File: src/accel_pkg.sv
package accel_pkg;

    // -------------------------------------------------------------------------
    // datapath widths
    // -------------------------------------------------------------------------

    // stream side, input and output FIFOs
    parameter int STREAM_WIDTH   = 16;
    // one data memory line
    parameter int LINE_WIDTH     = 64;
    // stream words packed per line
    parameter int WORDS_PER_LINE = LINE_WIDTH / STREAM_WIDTH;
    // lines in the data memory
    parameter int MEM_DEPTH      = 16;

    typedef logic [STREAM_WIDTH-1:0]       stream_word_t;
    typedef logic [LINE_WIDTH-1:0]         mem_line_t;
    typedef logic [$clog2(MEM_DEPTH)-1:0]  mem_addr_t;
    // counts 0..MEM_DEPTH, one bit over the address
    typedef logic [$clog2(MEM_DEPTH):0]    line_count_t;

    // controller sequence
    typedef enum logic [2:0] {
        ST_IDLE,
        ST_CONFIG,
        ST_LOAD,
        ST_READ,
        ST_DONE
    } ctrl_state_t;

endpackage

File: src/stream_fifo.sv
`timescale 1ns/1ps

module stream_fifo import accel_pkg::*; #(
    parameter int FIFO_DEPTH = 3
) (
    input  logic         clk,
    input  logic         arst_n,
    input  stream_word_t din,
    input  logic         push,
    output logic         full_n,
    output stream_word_t dout,
    input  logic         pop,
    output logic         empty_n
);

    localparam int PTR_W = (FIFO_DEPTH > 1) ? $clog2(FIFO_DEPTH) : 1;
    localparam int CNT_W = $clog2(FIFO_DEPTH + 1);
    localparam logic [PTR_W-1:0] LAST_PTR = PTR_W'(FIFO_DEPTH - 1);
    localparam logic [CNT_W-1:0] FULL_CNT = CNT_W'(FIFO_DEPTH);

    stream_word_t     mem_q [FIFO_DEPTH];
    logic [PTR_W-1:0] wr_ptr;
    logic [PTR_W-1:0] rd_ptr;
    logic [CNT_W-1:0] count;

    assign full_n  = (count != FULL_CNT);
    assign empty_n = (count != '0);
    // head word straight from the array
    assign dout    = mem_q[rd_ptr];

    always_ff @(posedge clk) begin
        if (push) begin
            mem_q[wr_ptr] <= din;
        end
    end

    // pointers wrap at depth, count tracks occupancy
    always_ff @(posedge clk or negedge arst_n) begin
        if (!arst_n) begin
            wr_ptr <= '0;
            rd_ptr <= '0;
            count  <= '0;
        end else begin
            if (push) begin
                wr_ptr <= (wr_ptr == LAST_PTR) ? '0 : wr_ptr + 1'b1;
            end
            if (pop) begin
                rd_ptr <= (rd_ptr == LAST_PTR) ? '0 : rd_ptr + 1'b1;
            end
            // simultaneous push and pop leaves count alone
            case ({push, pop})
                2'b10:   count <= count + 1'b1;
                2'b01:   count <= count - 1'b1;
                default: count <= count;
            endcase
        end
    end

    // callers must honour the handshake flags
    no_overflow_underflow: assert property (@(posedge clk) disable iff (!arst_n)
        !(push && !full_n) && !(pop && !empty_n))
        else $error("stream_fifo push while full or pop while empty");

endmodule

File: src/word_aggregator.sv
`timescale 1ns/1ps

module word_aggregator import accel_pkg::*; (
    input  logic         clk,
    input  logic         arst_n,
    input  logic         load_en,
    input  stream_word_t src_word,
    input  logic         src_empty_n,
    output logic         src_pop,
    input  logic         lines_to_write,
    output logic         line_wen,
    output mem_line_t    line_data
);

    localparam int IDX_W = (WORDS_PER_LINE > 1) ? $clog2(WORDS_PER_LINE) : 1;
    localparam logic [IDX_W-1:0] LAST_IDX = IDX_W'(WORDS_PER_LINE - 1);

    logic [IDX_W-1:0] word_idx;
    mem_line_t        line_q;

    // no pop in the write cycle, the counter has not advanced yet
    assign src_pop   = load_en && src_empty_n && lines_to_write && !line_wen;
    assign line_data = line_q;

    // new words enter at the top, first word lands in the low bits
    always_ff @(posedge clk) begin
        if (src_pop) begin
            line_q <= {src_word, line_q[LINE_WIDTH-1:STREAM_WIDTH]};
        end
    end

    always_ff @(posedge clk or negedge arst_n) begin
        if (!arst_n) begin
            word_idx <= '0;
            line_wen <= 1'b0;
        end else begin
            // write strobe one cycle after the last pop
            line_wen <= src_pop && (word_idx == LAST_IDX);
            if (src_pop) begin
                word_idx <= (word_idx == LAST_IDX) ? '0 : word_idx + 1'b1;
            end
        end
    end

endmodule

File: src/word_deaggregator.sv
`timescale 1ns/1ps

module word_deaggregator import accel_pkg::*; (
    input  logic         clk,
    input  logic         arst_n,
    input  logic         lines_to_read,
    output logic         line_ren,
    input  mem_line_t    line_rdata,
    output stream_word_t dst_word,
    input  logic         dst_full_n,
    output logic         dst_push,
    output logic         busy
);

    localparam int IDX_W = (WORDS_PER_LINE > 1) ? $clog2(WORDS_PER_LINE) : 1;
    localparam logic [IDX_W-1:0] LAST_IDX = IDX_W'(WORDS_PER_LINE - 1);

    // fetch waits out the registered memory read
    typedef enum logic [1:0] {
        DA_IDLE,
        DA_FETCH,
        DA_EMIT
    } deagg_state_t;

    deagg_state_t     state;
    logic [IDX_W-1:0] word_idx;
    mem_line_t        line_q;

    assign line_ren = (state == DA_IDLE) && lines_to_read;
    assign busy     = line_ren || (state != DA_IDLE);
    // full output FIFO simply holds the current word
    assign dst_push = (state == DA_EMIT) && dst_full_n;
    assign dst_word = line_q[STREAM_WIDTH-1:0];

    // capture line, then shift down one word per push
    always_ff @(posedge clk) begin
        if (state == DA_FETCH) begin
            line_q <= line_rdata;
        end else if (dst_push) begin
            line_q <= line_q >> STREAM_WIDTH;
        end
    end

    always_ff @(posedge clk or negedge arst_n) begin
        if (!arst_n) begin
            state    <= DA_IDLE;
            word_idx <= '0;
        end else begin
            case (state)
                DA_IDLE: begin
                    if (line_ren) begin
                        state <= DA_FETCH;
                    end
                end
                DA_FETCH: begin
                    state    <= DA_EMIT;
                    word_idx <= '0;
                end
                DA_EMIT: begin
                    if (dst_push) begin
                        word_idx <= word_idx + 1'b1;
                        if (word_idx == LAST_IDX) begin
                            state <= DA_IDLE;
                        end
                    end
                end
                default: state <= DA_IDLE;
            endcase
        end
    end

endmodule

File: src/line_mem.sv
`timescale 1ns/1ps

module line_mem import accel_pkg::*; #(
    parameter int MEM_DEPTH = accel_pkg::MEM_DEPTH
) (
    input  logic      clk,
    input  logic      wen,
    input  mem_addr_t waddr,
    input  mem_line_t wdata,
    input  logic      ren,
    input  mem_addr_t raddr,
    output mem_line_t rdata
);

    mem_line_t mem [MEM_DEPTH];

    // write port
    always_ff @(posedge clk) begin
        if (wen) begin
            mem[waddr] <= wdata;
        end
    end

    // read data one cycle after ren, held otherwise
    always_ff @(posedge clk) begin
        if (ren) begin
            rdata <= mem[raddr];
        end
    end

endmodule

File: src/line_counter.sv
`timescale 1ns/1ps

module line_counter import accel_pkg::*; (
    input  logic        clk,
    input  logic        arst_n,
    input  logic        count_load,
    input  line_count_t count_value,
    input  logic        line_wen,
    input  logic        line_ren,
    output mem_addr_t   waddr,
    output mem_addr_t   raddr,
    output logic        lines_to_write,
    output logic        lines_to_read
);

    line_count_t line_count;
    line_count_t wr_cnt;
    line_count_t rd_cnt;

    // counters never pass line_count, so the low bits are the address
    assign waddr = mem_addr_t'(wr_cnt);
    assign raddr = mem_addr_t'(rd_cnt);

    assign lines_to_write = (wr_cnt < line_count);
    // readback only starts once the whole run is in memory
    assign lines_to_read  = (rd_cnt < line_count) && (wr_cnt == line_count);

    always_ff @(posedge clk or negedge arst_n) begin
        if (!arst_n) begin
            line_count <= '0;
            wr_cnt     <= '0;
            rd_cnt     <= '0;
        end else if (count_load) begin
            line_count <= count_value;
            wr_cnt     <= '0;
            rd_cnt     <= '0;
        end else begin
            if (line_wen) begin
                wr_cnt <= wr_cnt + 1'b1;
            end
            if (line_ren) begin
                rd_cnt <= rd_cnt + 1'b1;
            end
        end
    end

    // aggregator must stop at the configured line count
    wen_within_count: assert property (@(posedge clk) disable iff (!arst_n)
        line_wen |-> lines_to_write)
        else $error("line write past the configured line count");

endmodule

File: src/load_controller.sv
`timescale 1ns/1ps

module load_controller import accel_pkg::*; (
    input  logic         clk,
    input  logic         arst_n,
    input  logic         fsm_start,
    input  stream_word_t cfg_word,
    input  logic         cfg_empty_n,
    output logic         cfg_pop,
    output logic         count_load,
    output line_count_t  count_value,
    output logic         load_en,
    input  logic         lines_to_write,
    input  logic         lines_to_read,
    input  logic         deagg_busy,
    output logic         fsm_done
);

    ctrl_state_t state;
    ctrl_state_t state_nxt;
    line_count_t cfg_count;

    // oversized config clamps to a full memory
    assign cfg_count = (cfg_word > stream_word_t'(MEM_DEPTH)) ?
                       line_count_t'(MEM_DEPTH) : line_count_t'(cfg_word);

    // config word popped and loaded in the same cycle
    assign cfg_pop     = (state == ST_CONFIG) && cfg_empty_n;
    assign count_load  = cfg_pop;
    assign count_value = cfg_count;
    assign load_en     = (state == ST_LOAD);
    assign fsm_done    = (state == ST_DONE);

    always_comb begin
        state_nxt = state;
        case (state)
            ST_IDLE: begin
                if (fsm_start) begin
                    state_nxt = ST_CONFIG;
                end
            end
            ST_CONFIG: begin
                // zero lines skips load and readback
                if (cfg_pop) begin
                    state_nxt = (cfg_count == '0) ? ST_DONE : ST_LOAD;
                end
            end
            ST_LOAD: begin
                if (!lines_to_write) begin
                    state_nxt = ST_READ;
                end
            end
            ST_READ: begin
                // last word pushed and nothing left to fetch
                if (!lines_to_read && !deagg_busy) begin
                    state_nxt = ST_DONE;
                end
            end
            ST_DONE: state_nxt = ST_IDLE;
            default: state_nxt = ST_IDLE;
        endcase
    end

    always_ff @(posedge clk or negedge arst_n) begin
        if (!arst_n) begin
            state <= ST_IDLE;
        end else begin
            state <= state_nxt;
        end
    end

    // readback never overlaps the payload load
    load_before_read: assert property (@(posedge clk) disable iff (!arst_n)
        (state == ST_READ) |-> !lines_to_write)
        else $error("readback started with lines still to write");

endmodule

File: src/accelerator_top.sv
`timescale 1ns/1ps

module accelerator_top import accel_pkg::*; #(
    parameter int FIFO_DEPTH = 3,
    parameter int MEM_DEPTH  = accel_pkg::MEM_DEPTH
) (
    input  logic         clk,
    input  logic         arst_n,
    input  stream_word_t input_data,
    input  logic         input_vld,
    output logic         input_rdy,
    output stream_word_t output_data,
    output logic         output_vld,
    input  logic         output_rdy,
    input  logic         fsm_start,
    output logic         fsm_done
);

    // ------------------------------------------------------------------------
    // interconnect
    // ------------------------------------------------------------------------

    // input FIFO read side
    stream_word_t in_dout;
    logic         in_empty_n;
    logic         in_pop;
    logic         cfg_pop;
    logic         agg_pop;

    // output FIFO write side
    stream_word_t out_din;
    logic         out_push;
    logic         out_full_n;

    // line memory and counters
    logic         line_wen;
    mem_line_t    line_data;
    mem_addr_t    waddr;
    logic         line_ren;
    mem_line_t    line_rdata;
    mem_addr_t    raddr;
    logic         lines_to_write;
    logic         lines_to_read;

    // controller
    logic         count_load;
    line_count_t  count_value;
    logic         load_en;
    logic         deagg_busy;

    // controller and aggregator never pop together
    assign in_pop = cfg_pop | agg_pop;

    // ------------------------------------------------------------------------
    // stream FIFOs
    // ------------------------------------------------------------------------

    stream_fifo #(
        .FIFO_DEPTH ( FIFO_DEPTH              )
    ) input_fifo_inst (
        .clk        ( clk                     ),
        .arst_n     ( arst_n                  ),
        .din        ( input_data              ),
        .push       ( input_vld && input_rdy  ),
        .full_n     ( input_rdy               ),
        .dout       ( in_dout                 ),
        .pop        ( in_pop                  ),
        .empty_n    ( in_empty_n              )
    );

    stream_fifo #(
        .FIFO_DEPTH ( FIFO_DEPTH              )
    ) output_fifo_inst (
        .clk        ( clk                     ),
        .arst_n     ( arst_n                  ),
        .din        ( out_din                 ),
        .push       ( out_push                ),
        .full_n     ( out_full_n              ),
        .dout       ( output_data             ),
        .pop        ( output_rdy && output_vld ),
        .empty_n    ( output_vld              )
    );

    // ------------------------------------------------------------------------
    // load and readback path
    // ------------------------------------------------------------------------

    load_controller load_controller_inst (
        .*,
        .cfg_word    ( in_dout    ),
        .cfg_empty_n ( in_empty_n )
    );

    word_aggregator word_aggregator_inst (
        .*,
        .src_word    ( in_dout    ),
        .src_empty_n ( in_empty_n ),
        .src_pop     ( agg_pop    )
    );

    line_counter line_counter_inst (
        .*
    );

    line_mem #(
        .MEM_DEPTH   ( MEM_DEPTH  )
    ) line_mem_inst (
        .clk         ( clk        ),
        .wen         ( line_wen   ),
        .waddr       ( waddr      ),
        .wdata       ( line_data  ),
        .ren         ( line_ren   ),
        .raddr       ( raddr      ),
        .rdata       ( line_rdata )
    );

    word_deaggregator word_deaggregator_inst (
        .*,
        .dst_word    ( out_din    ),
        .dst_full_n  ( out_full_n ),
        .dst_push    ( out_push   ),
        .busy        ( deagg_busy )
    );

endmodule

File: config.mk
export PLATFORM = sky130hd
export DESIGN_NAME = accelerator_top
export DESIGN_NICKNAME = d
export VERILOG_FILES = /design/src/accel_pkg.sv /design/src/stream_fifo.sv /design/src/word_aggregator.sv /design/src/word_deaggregator.sv /design/src/line_mem.sv /design/src/line_counter.sv /design/src/load_controller.sv /design/src/accelerator_top.sv
export SDC_FILE = /design/constraint.sdc
export NUM_CORES = 1
export LEC_CHECK = 0
export BUFFER_PORTS_ARGS = -buffer_cell sky130_fd_sc_hd__clkbuf_2
export CORE_MARGIN = 3
export CORE_UTILIZATION = 45
export DETAILED_ROUTE_END_ITERATION = 8
export PLACE_DENSITY_LB_ADDON = 0.08
export SLEW_MARGIN = 20
export SYNTH_ARGS = -nofsm -noshare
export SYNTH_HDL_FRONTEND = slang
export SYNTH_SLANG_ARGS = --single-unit
File: constraint.sdc
create_clock -name clk -period 13.4 [get_ports clk]
set_input_delay 0 -clock clk [delete_from_list [all_inputs] [get_ports clk]]
set_output_delay 0 -clock clk [all_outputs]
set_load 0.02 [all_outputs]
Word level (Yosys, flattened, before mapping)
Memories as Yosys holds them, arrays and structs flattened. A register that Yosys moved wholly into a read port is not among the register bits.
Cells that the tools add are included.
{"block": "totals", "reg_bits": 165, "ram_bits": 1120, "inputBits": 21, "elab_cells": 123, "memories": 3}
{"block": "op_classes", "addsub": 12, "order_cmp": 3, "n_eq_ne": 26, "n_mux": 32, "bitwise": 1, "n_reduce_logical": 30}
{"memory": "line_mem_inst.mem", "depth": 16, "width": 64, "rd": 1, "rd_clocked_by_memory_dff": 1, "write_ports": 1, "line_no": "line_mem.sv:15", "rtl": "mem_line_t mem [MEM_DEPTH];"}
{"memory": "input_fifo_inst.mem_q", "depth": 3, "width": 16, "rd": 1, "rd_clocked_by_memory_dff": 0, "write_ports": 1, "line_no": "stream_fifo.sv:21", "rtl": "stream_word_t mem_q [FIFO_DEPTH];"}
{"memory": "output_fifo_inst.mem_q", "depth": 3, "width": 16, "rd": 1, "rd_clocked_by_memory_dff": 0, "write_ports": 1, "line_no": "stream_fifo.sv:21"}
{"operator": "$mux 64", "count": 2}
{"operator": "$mux 5", "count": 5}
{"operator": "$eq 2x2->1 const B", "count": 9}
{"operator": "$mux 2", "count": 9}
{"operator": "$reduce_bool 2->1", "count": 9}
{"operator": "$add 2x1->2 const B", "count": 8}
{"operator": "$gt 16x5->1 const B", "count": 1}
{"operator": "$mux 3", "count": 5}
{"operator": "$ne 2x2->1 const B", "count": 7}
{"operator": "$pmux 2 s2", "count": 3}
{"operator": "$pmux 3 s4", "count": 1}
{"operator": "$logic_and 1x1->1", "count": 11}
{"operator": "$add 5x1->5 const B", "count": 2}
{"operator": "$lt 5x5->1", "count": 2}
{"operator": "$eq 2x1->1 const B", "count": 3}
{"operator": "$eq 3x2->1 const B", "count": 2}
{"operator": "$mux 1", "count": 6}
{"operator": "$pmux 2 s3", "count": 1}
{"operator": "$eq 5x5->1", "count": 1}
{"operator": "$logic_not 5->1", "count": 1}
{"operator": "$ne 2x1->1 const B", "count": 2}
{"operator": "$reduce_and 4->1", "count": 1}
{"operator": "$sub 2x1->2 const B", "count": 2}
{"operator": "$eq 3x1->1 const B", "count": 1}
{"operator": "other kinds (8)", "count": 10}

Longest topological paths before layout
{"block": "logic_depth", "word_depth": 8, "depth_mapped": 11}

Cells and area by module
From an unflattened synthesis, not the netlist that was laid out.
{"block": "hier_totals", "cells_unflattened": 2265, "area_unflattened_um2": 50698.6}
{"mod": "line_mem", "n_inst": 1, "cells_per_inst": 1647, "area_each_um2": 40222.3}
{"mod": "stream_fifo", "n_inst": 2, "cells_per_inst": 126, "area_each_um2": 2059.5}
{"mod": "word_deaggregator", "n_inst": 1, "cells_per_inst": 172, "area_each_um2": 3113.0}
{"mod": "word_aggregator", "n_inst": 1, "cells_per_inst": 73, "area_each_um2": 2064.5}
{"mod": "line_counter", "n_inst": 1, "cells_per_inst": 89, "area_each_um2": 888.4}
{"mod": "load_controller", "n_inst": 1, "cells_per_inst": 29, "area_each_um2": 272.8}
{"mod": "accelerator_top", "n_inst": 1, "cells_per_inst": 3, "area_each_um2": 18.8}

Worst setup path after synthesis
No wires, ideal clock.
{"block": "synth_path", "path_type": "register -> register", "from": "reg word_aggregator_inst.line_wen", "to": "mem line_mem_inst.mem[3][0] in the netlist's numbering (enable)", "t_arrival_ns": 5.101, "slack_ns": 7.735, "stages_incl_launch_ff": 4, "period_less_slack_ns": 5.665, "cell_sequence": "dfrtp_1 > clkbuf_1 > nand2_1 > nor3_1"}
{"block": "synth_between", "elab_chain_cells": 2}
{"item": "start: declaration", "line_no": "word_aggregator.sv:11", "rtl": "output logic line_wen,"}
{"item": "start signal: assignment", "line_no": "word_aggregator.sv:38", "rtl": "line_wen <= src_pop && (word_idx == LAST_IDX);"}
{"item": "$mux 1", "line_no": "line_mem.sv:19", "rtl": "if (wen) begin"}
{"item": "$mux 1 (not written as such)", "line_no": "line_mem.sv:20", "rtl": "mem[waddr] <= wdata;"}
{"item": "end: declaration", "line_no": "line_mem.sv:15"}
No other way between the ends.

Worst setup path in the final report
{"block": "layout_path", "from": "reg line_counter_inst.rd_cnt[1]", "to": "reg line_mem_inst.rdata[4] (read register of line_mem_inst.mem), data pin"}
{"block": "layout_between", "elab_chain_cells": 3}
{"item": "start: declaration", "line_no": "line_counter.sv:18", "rtl": "line_count_t rd_cnt;"}
{"item": "start signal: assignment", "line_no": "line_counter.sv:42", "rtl": "rd_cnt <= rd_cnt + 1'b1;"}
{"item": "$lt 5x5->1", "line_no": "line_counter.sv:26", "rtl": "assign lines_to_read = (rd_cnt < line_count) && (wr_cnt == line_count);"}
{"item": "$logic_and 1x1->1", "line_no": "line_counter.sv:26"}
{"item": "$logic_and 1x1->1", "line_no": "word_deaggregator.sv:29", "rtl": "assign line_ren = (state == DA_IDLE) && lines_to_read;"}
{"item": "end: declaration", "line_no": "line_mem.sv:12", "rtl": "output mem_line_t rdata"}
Parallel ways exist; a longest one is shown, timed or not.
A chain may end at the register's enable or synchronous reset.

==> impl_metrics.env <==
export IMPL_clock_path_buffers=3
export IMPL_synth_top_cell_area_share_pct=78.10
export IMPL_first_iter_violations=2180
export IMPL_nets=2409
export IMPL_path_clk_slew_ps=60
export IMPL_final_cell_mix="edfxtp_1 (1312), mux4_2 (320), nand2_1 (190), clkbuf_16 (145), buf_4 (58)"
export IMPL_dpl_worst_slack_ps=8780
export IMPL_place_congestion=0.7218
export IMPL_rows=122
export IMPL_period_share_pct=34.32
export IMPL_core_area_mm2=0.1110
export IMPL_postCtsSetupBuffers=0
export IMPL_synth_area_leader_cell="edfxtp_1"
export IMPL_grt_max_degree=98
export IMPL_synth_area_leaders="edfxtp_1 (78%), mux4_2 (14%), dfrtp_1 (1.8%), nand2_1 (1.4%), mux2i_1 (0.67%)"
export IMPL_period_minus_slack_ps=4598
export IMPL_ant_nets=0
export IMPL_ys_types=46
export IMPL_ys_flop_type="edfxtp_1"
export IMPL_cp_required_ps=13850
export IMPL_setup_viol=0
export IMPL_io_buffers=39
export IMPL_cts_sinks=1349
export IMPL_via_count=22590
export IMPL_top_layer_used="met4"
export IMPL_die_width_um=340.8
export IMPL_detail_route_first_pass_iterations=5
export IMPL_start_util_pct=45.46
export IMPL_antenna_found_initial=1
export IMPL_wirelength_um=116300
export IMPL_wl_met3_um=5617
export IMPL_cts_resized=0
export IMPL_grt_pass1_wl_um=169200
export IMPL_cp_max_fo=67
export IMPL_ys_ff_latch=1349
export IMPL_grt_overflow=0
export IMPL_hold_viol_final=0
export IMPL_grt_pass1_vias=23650
export IMPL_ys_seq_area_share_pct=79.93
export IMPL_root_buffer="clkbuf_16"
export IMPL_power_density_mw_per_mm2=172.5
export IMPL_via_per_inst=5.704
export IMPL_yosysWarnings=0
export IMPL_status="completed"
export IMPL_tritoncts="yes"
export IMPL_leakage_nw=17.95
export IMPL_ctsHoldBuffers=28
export IMPL_start_kind="flop"
export IMPL_max_freq_ghz=0.2175
export IMPL_htree_levels=4
export IMPL_critPathKind="flop to flop"
export IMPL_ios=40
export IMPL_drv_cap=0
export IMPL_drv_slew=0
export IMPL_die_h_um=340.8
export IMPL_crit_path_end_kind="flop"
export IMPL_fin_ws_ps=8802
export IMPL_dp_hpwl_um=56340
export IMPL_ir_drop_mv=0.1142
export IMPL_insertion_delay_ps=730
export IMPL_grtUsageTotal_pct=20.44
export IMPL_cp_arrival_ps=5050
export IMPL_grt_setup_unrepaired="false"
export IMPL_setup_tns_ps=0
export IMPL_numCtsBuffers=140
export IMPL_finClkSkew_ps=25.12
export IMPL_wl_met1_um=50050
export IMPL_hp_class="input port to flop"
export IMPL_routedWlPerCell_um=29.37
export IMPL_drive_gt1_share_pct=26.03
export IMPL_postSynthNetCount=2242
export IMPL_maxSlewHeadroom_pct=25.97
export IMPL_async_flop_share_pct=2.743
export IMPL_syn2layout_area_growth_pct=13.49
export IMPL_drc=0
export IMPL_met2_length_um=58090
export IMPL_dieArea_mm2=0.1162
export IMPL_syn_area_per_cell_um2=22.90
export IMPL_synth_edf_count=1312
export IMPL_worst_pin_slew_ps=1099
export IMPL_final_common_cell="edfxtp_1"
export IMPL_syn_instance_count=2203
export IMPL_syn_area_mm2=0.05045
where the power goes:
| group | switching (mW) | internal [mW] | total, mW |
|---|---|---|---|
| clock network | 1.54 | 2.14 | 3.68 |
| logic | 0.465 | 0.304 | 0.770 |
| registers | 0.315 | 5.11 | 5.43 |
critical path, cell delays in order, from the launching register on:
cell and delay [ps]:
dfrtp_4 770, buf_4 750, buf_4 790, buf_4 910, mux4_2 430, mux4_2 480
state kept, by name, indices dropped and copies added (netlist names):
signal                           flops
output_fifo_inst.count               2
word_deaggregator_inst.state         2
load_controller_inst.state           3
line_mem_inst.rdata                 64
output_fifo_inst.wr_ptr              2
line_counter_inst.rd_cnt             5
output_fifo_inst.mem_q              48
line_counter_inst.line_count         5
input_fifo_inst.count                2
line_mem_inst.mem                 1024
output_fifo_inst.rd_ptr              2
word_aggregator_inst.word_idx        2
line_counter_inst.wr_cnt             5
input_fifo_inst.mem_q               48
input_fifo_inst.wr_ptr               2
word_aggregator_inst.line_wen        1
input_fifo_inst.rd_ptr               2
word_deaggregator_inst.word_idx      2
word_deaggregator_inst.line_q       64
word_aggregator_inst.line_data      64
path summary, 6_finish.rpt:
kind | from | endpoint | slack (ps) | depth (start not counted)
max | line_counter_inst.rd_cnt[1]$_DFFE_PN0P_ | line_mem_inst.rdata[4]$_DFFE_PP_ | 8800 | 5
min | input_data[13] | input_fifo_inst.mem_q[2][13]$_DFFE_PP_ | 50 | 2
max reg2reg | line_counter_inst.rd_cnt[1]$_DFFE_PN0P_ | line_mem_inst.rdata[4]$_DFFE_PP_ | 8800 | 5
min reg2reg | load_controller_inst.state[2]$_DFFE_PN0P_ | load_controller_inst.state[0]$_DFFE_PN0P_ | 460 | 1
max in group asynchronous | arst_n | line_counter_inst.rd_cnt[1]$_DFFE_PN0P_ | 12860 | 4
min in group asynchronous | arst_n | output_fifo_inst.count[0]$_DFFE_PN0P_ | 320 | 4
final cells by class:
class	count	area [um2]
repair buffers	126	940.9
inverters	17	70.07
well taps	1488	1862
flip-flops and latches	1349	40330
fillers	8723	53720
multi-input cells	736	9732
clock inverters	69	571.8
clock buffers	173	3734
diodes	3	7.507
routing by layer:
metal | track usage [%] | vias to the layer above
li1 | - | 9465
met1 | 29.07 | 12380
met2 | 33.29 | 597
met3 | 3.195 | 157
met4 | 5.609 | 0
met5 | 0 | -
cells by family (layout without fill, tap and decap cells):
kind of cell    Yosys count  after routing  share of synthesized area [%]
compound gates           60             60                         0.7689
xor+xnor                 14             14                         0.2431
fa+ha+maj                18             18                         0.4464
buf+inv                 118            385                          1.099
flops                  1349           1349                          79.93
mux                     361            361                          15.12
other cells               0              3                              0
simple gates            283            283                          2.393
cells in the mapped netlist (2+ instances only):
library cell / n
xor2_1: 6
buf_4: 3
nor3_1: 9
dfrtp_1: 37
o21ai_0: 29
mux4_2: 320
clkbuf_1: 46
o22ai_1: 4
o21ai_1: 3
inv_1: 17
mux2i_1: 34
buf_6: 5
nor2_1: 31
or3_1: 2
a21oi_1: 3
nor4_1: 2
xnor2_1: 8
nor3b_1: 5
nand2_1: 191
nand3_1: 4
a21o_1: 9
nand2b_1: 11
buf_2: 37
or2_2: 2
ha_1: 18
a311oi_1: 2
mux2_2: 4
edfxtp_1: 1312
and2_1: 19
mux2_1: 3
nand4_1: 4
buf_1: 9
per-stage QoR:
stage	cells	instance area, um2	hold slack [ps]	util [%]	power, mW
after floorplan	2203	50450	-295.6	-	5.918
after global placement	3688	52650	172.3	47.44	6.268
final	3961	57250	51.18	51.59	9.877
after detailed placement	3688	52650	187.6	47.44	6.308
after global routing	3958	57240	19.35	51.58	10.27
after CTS	3958	57240	1.257	51.58	9.996
No activity file was read; power rests on OpenSTA's default activity.
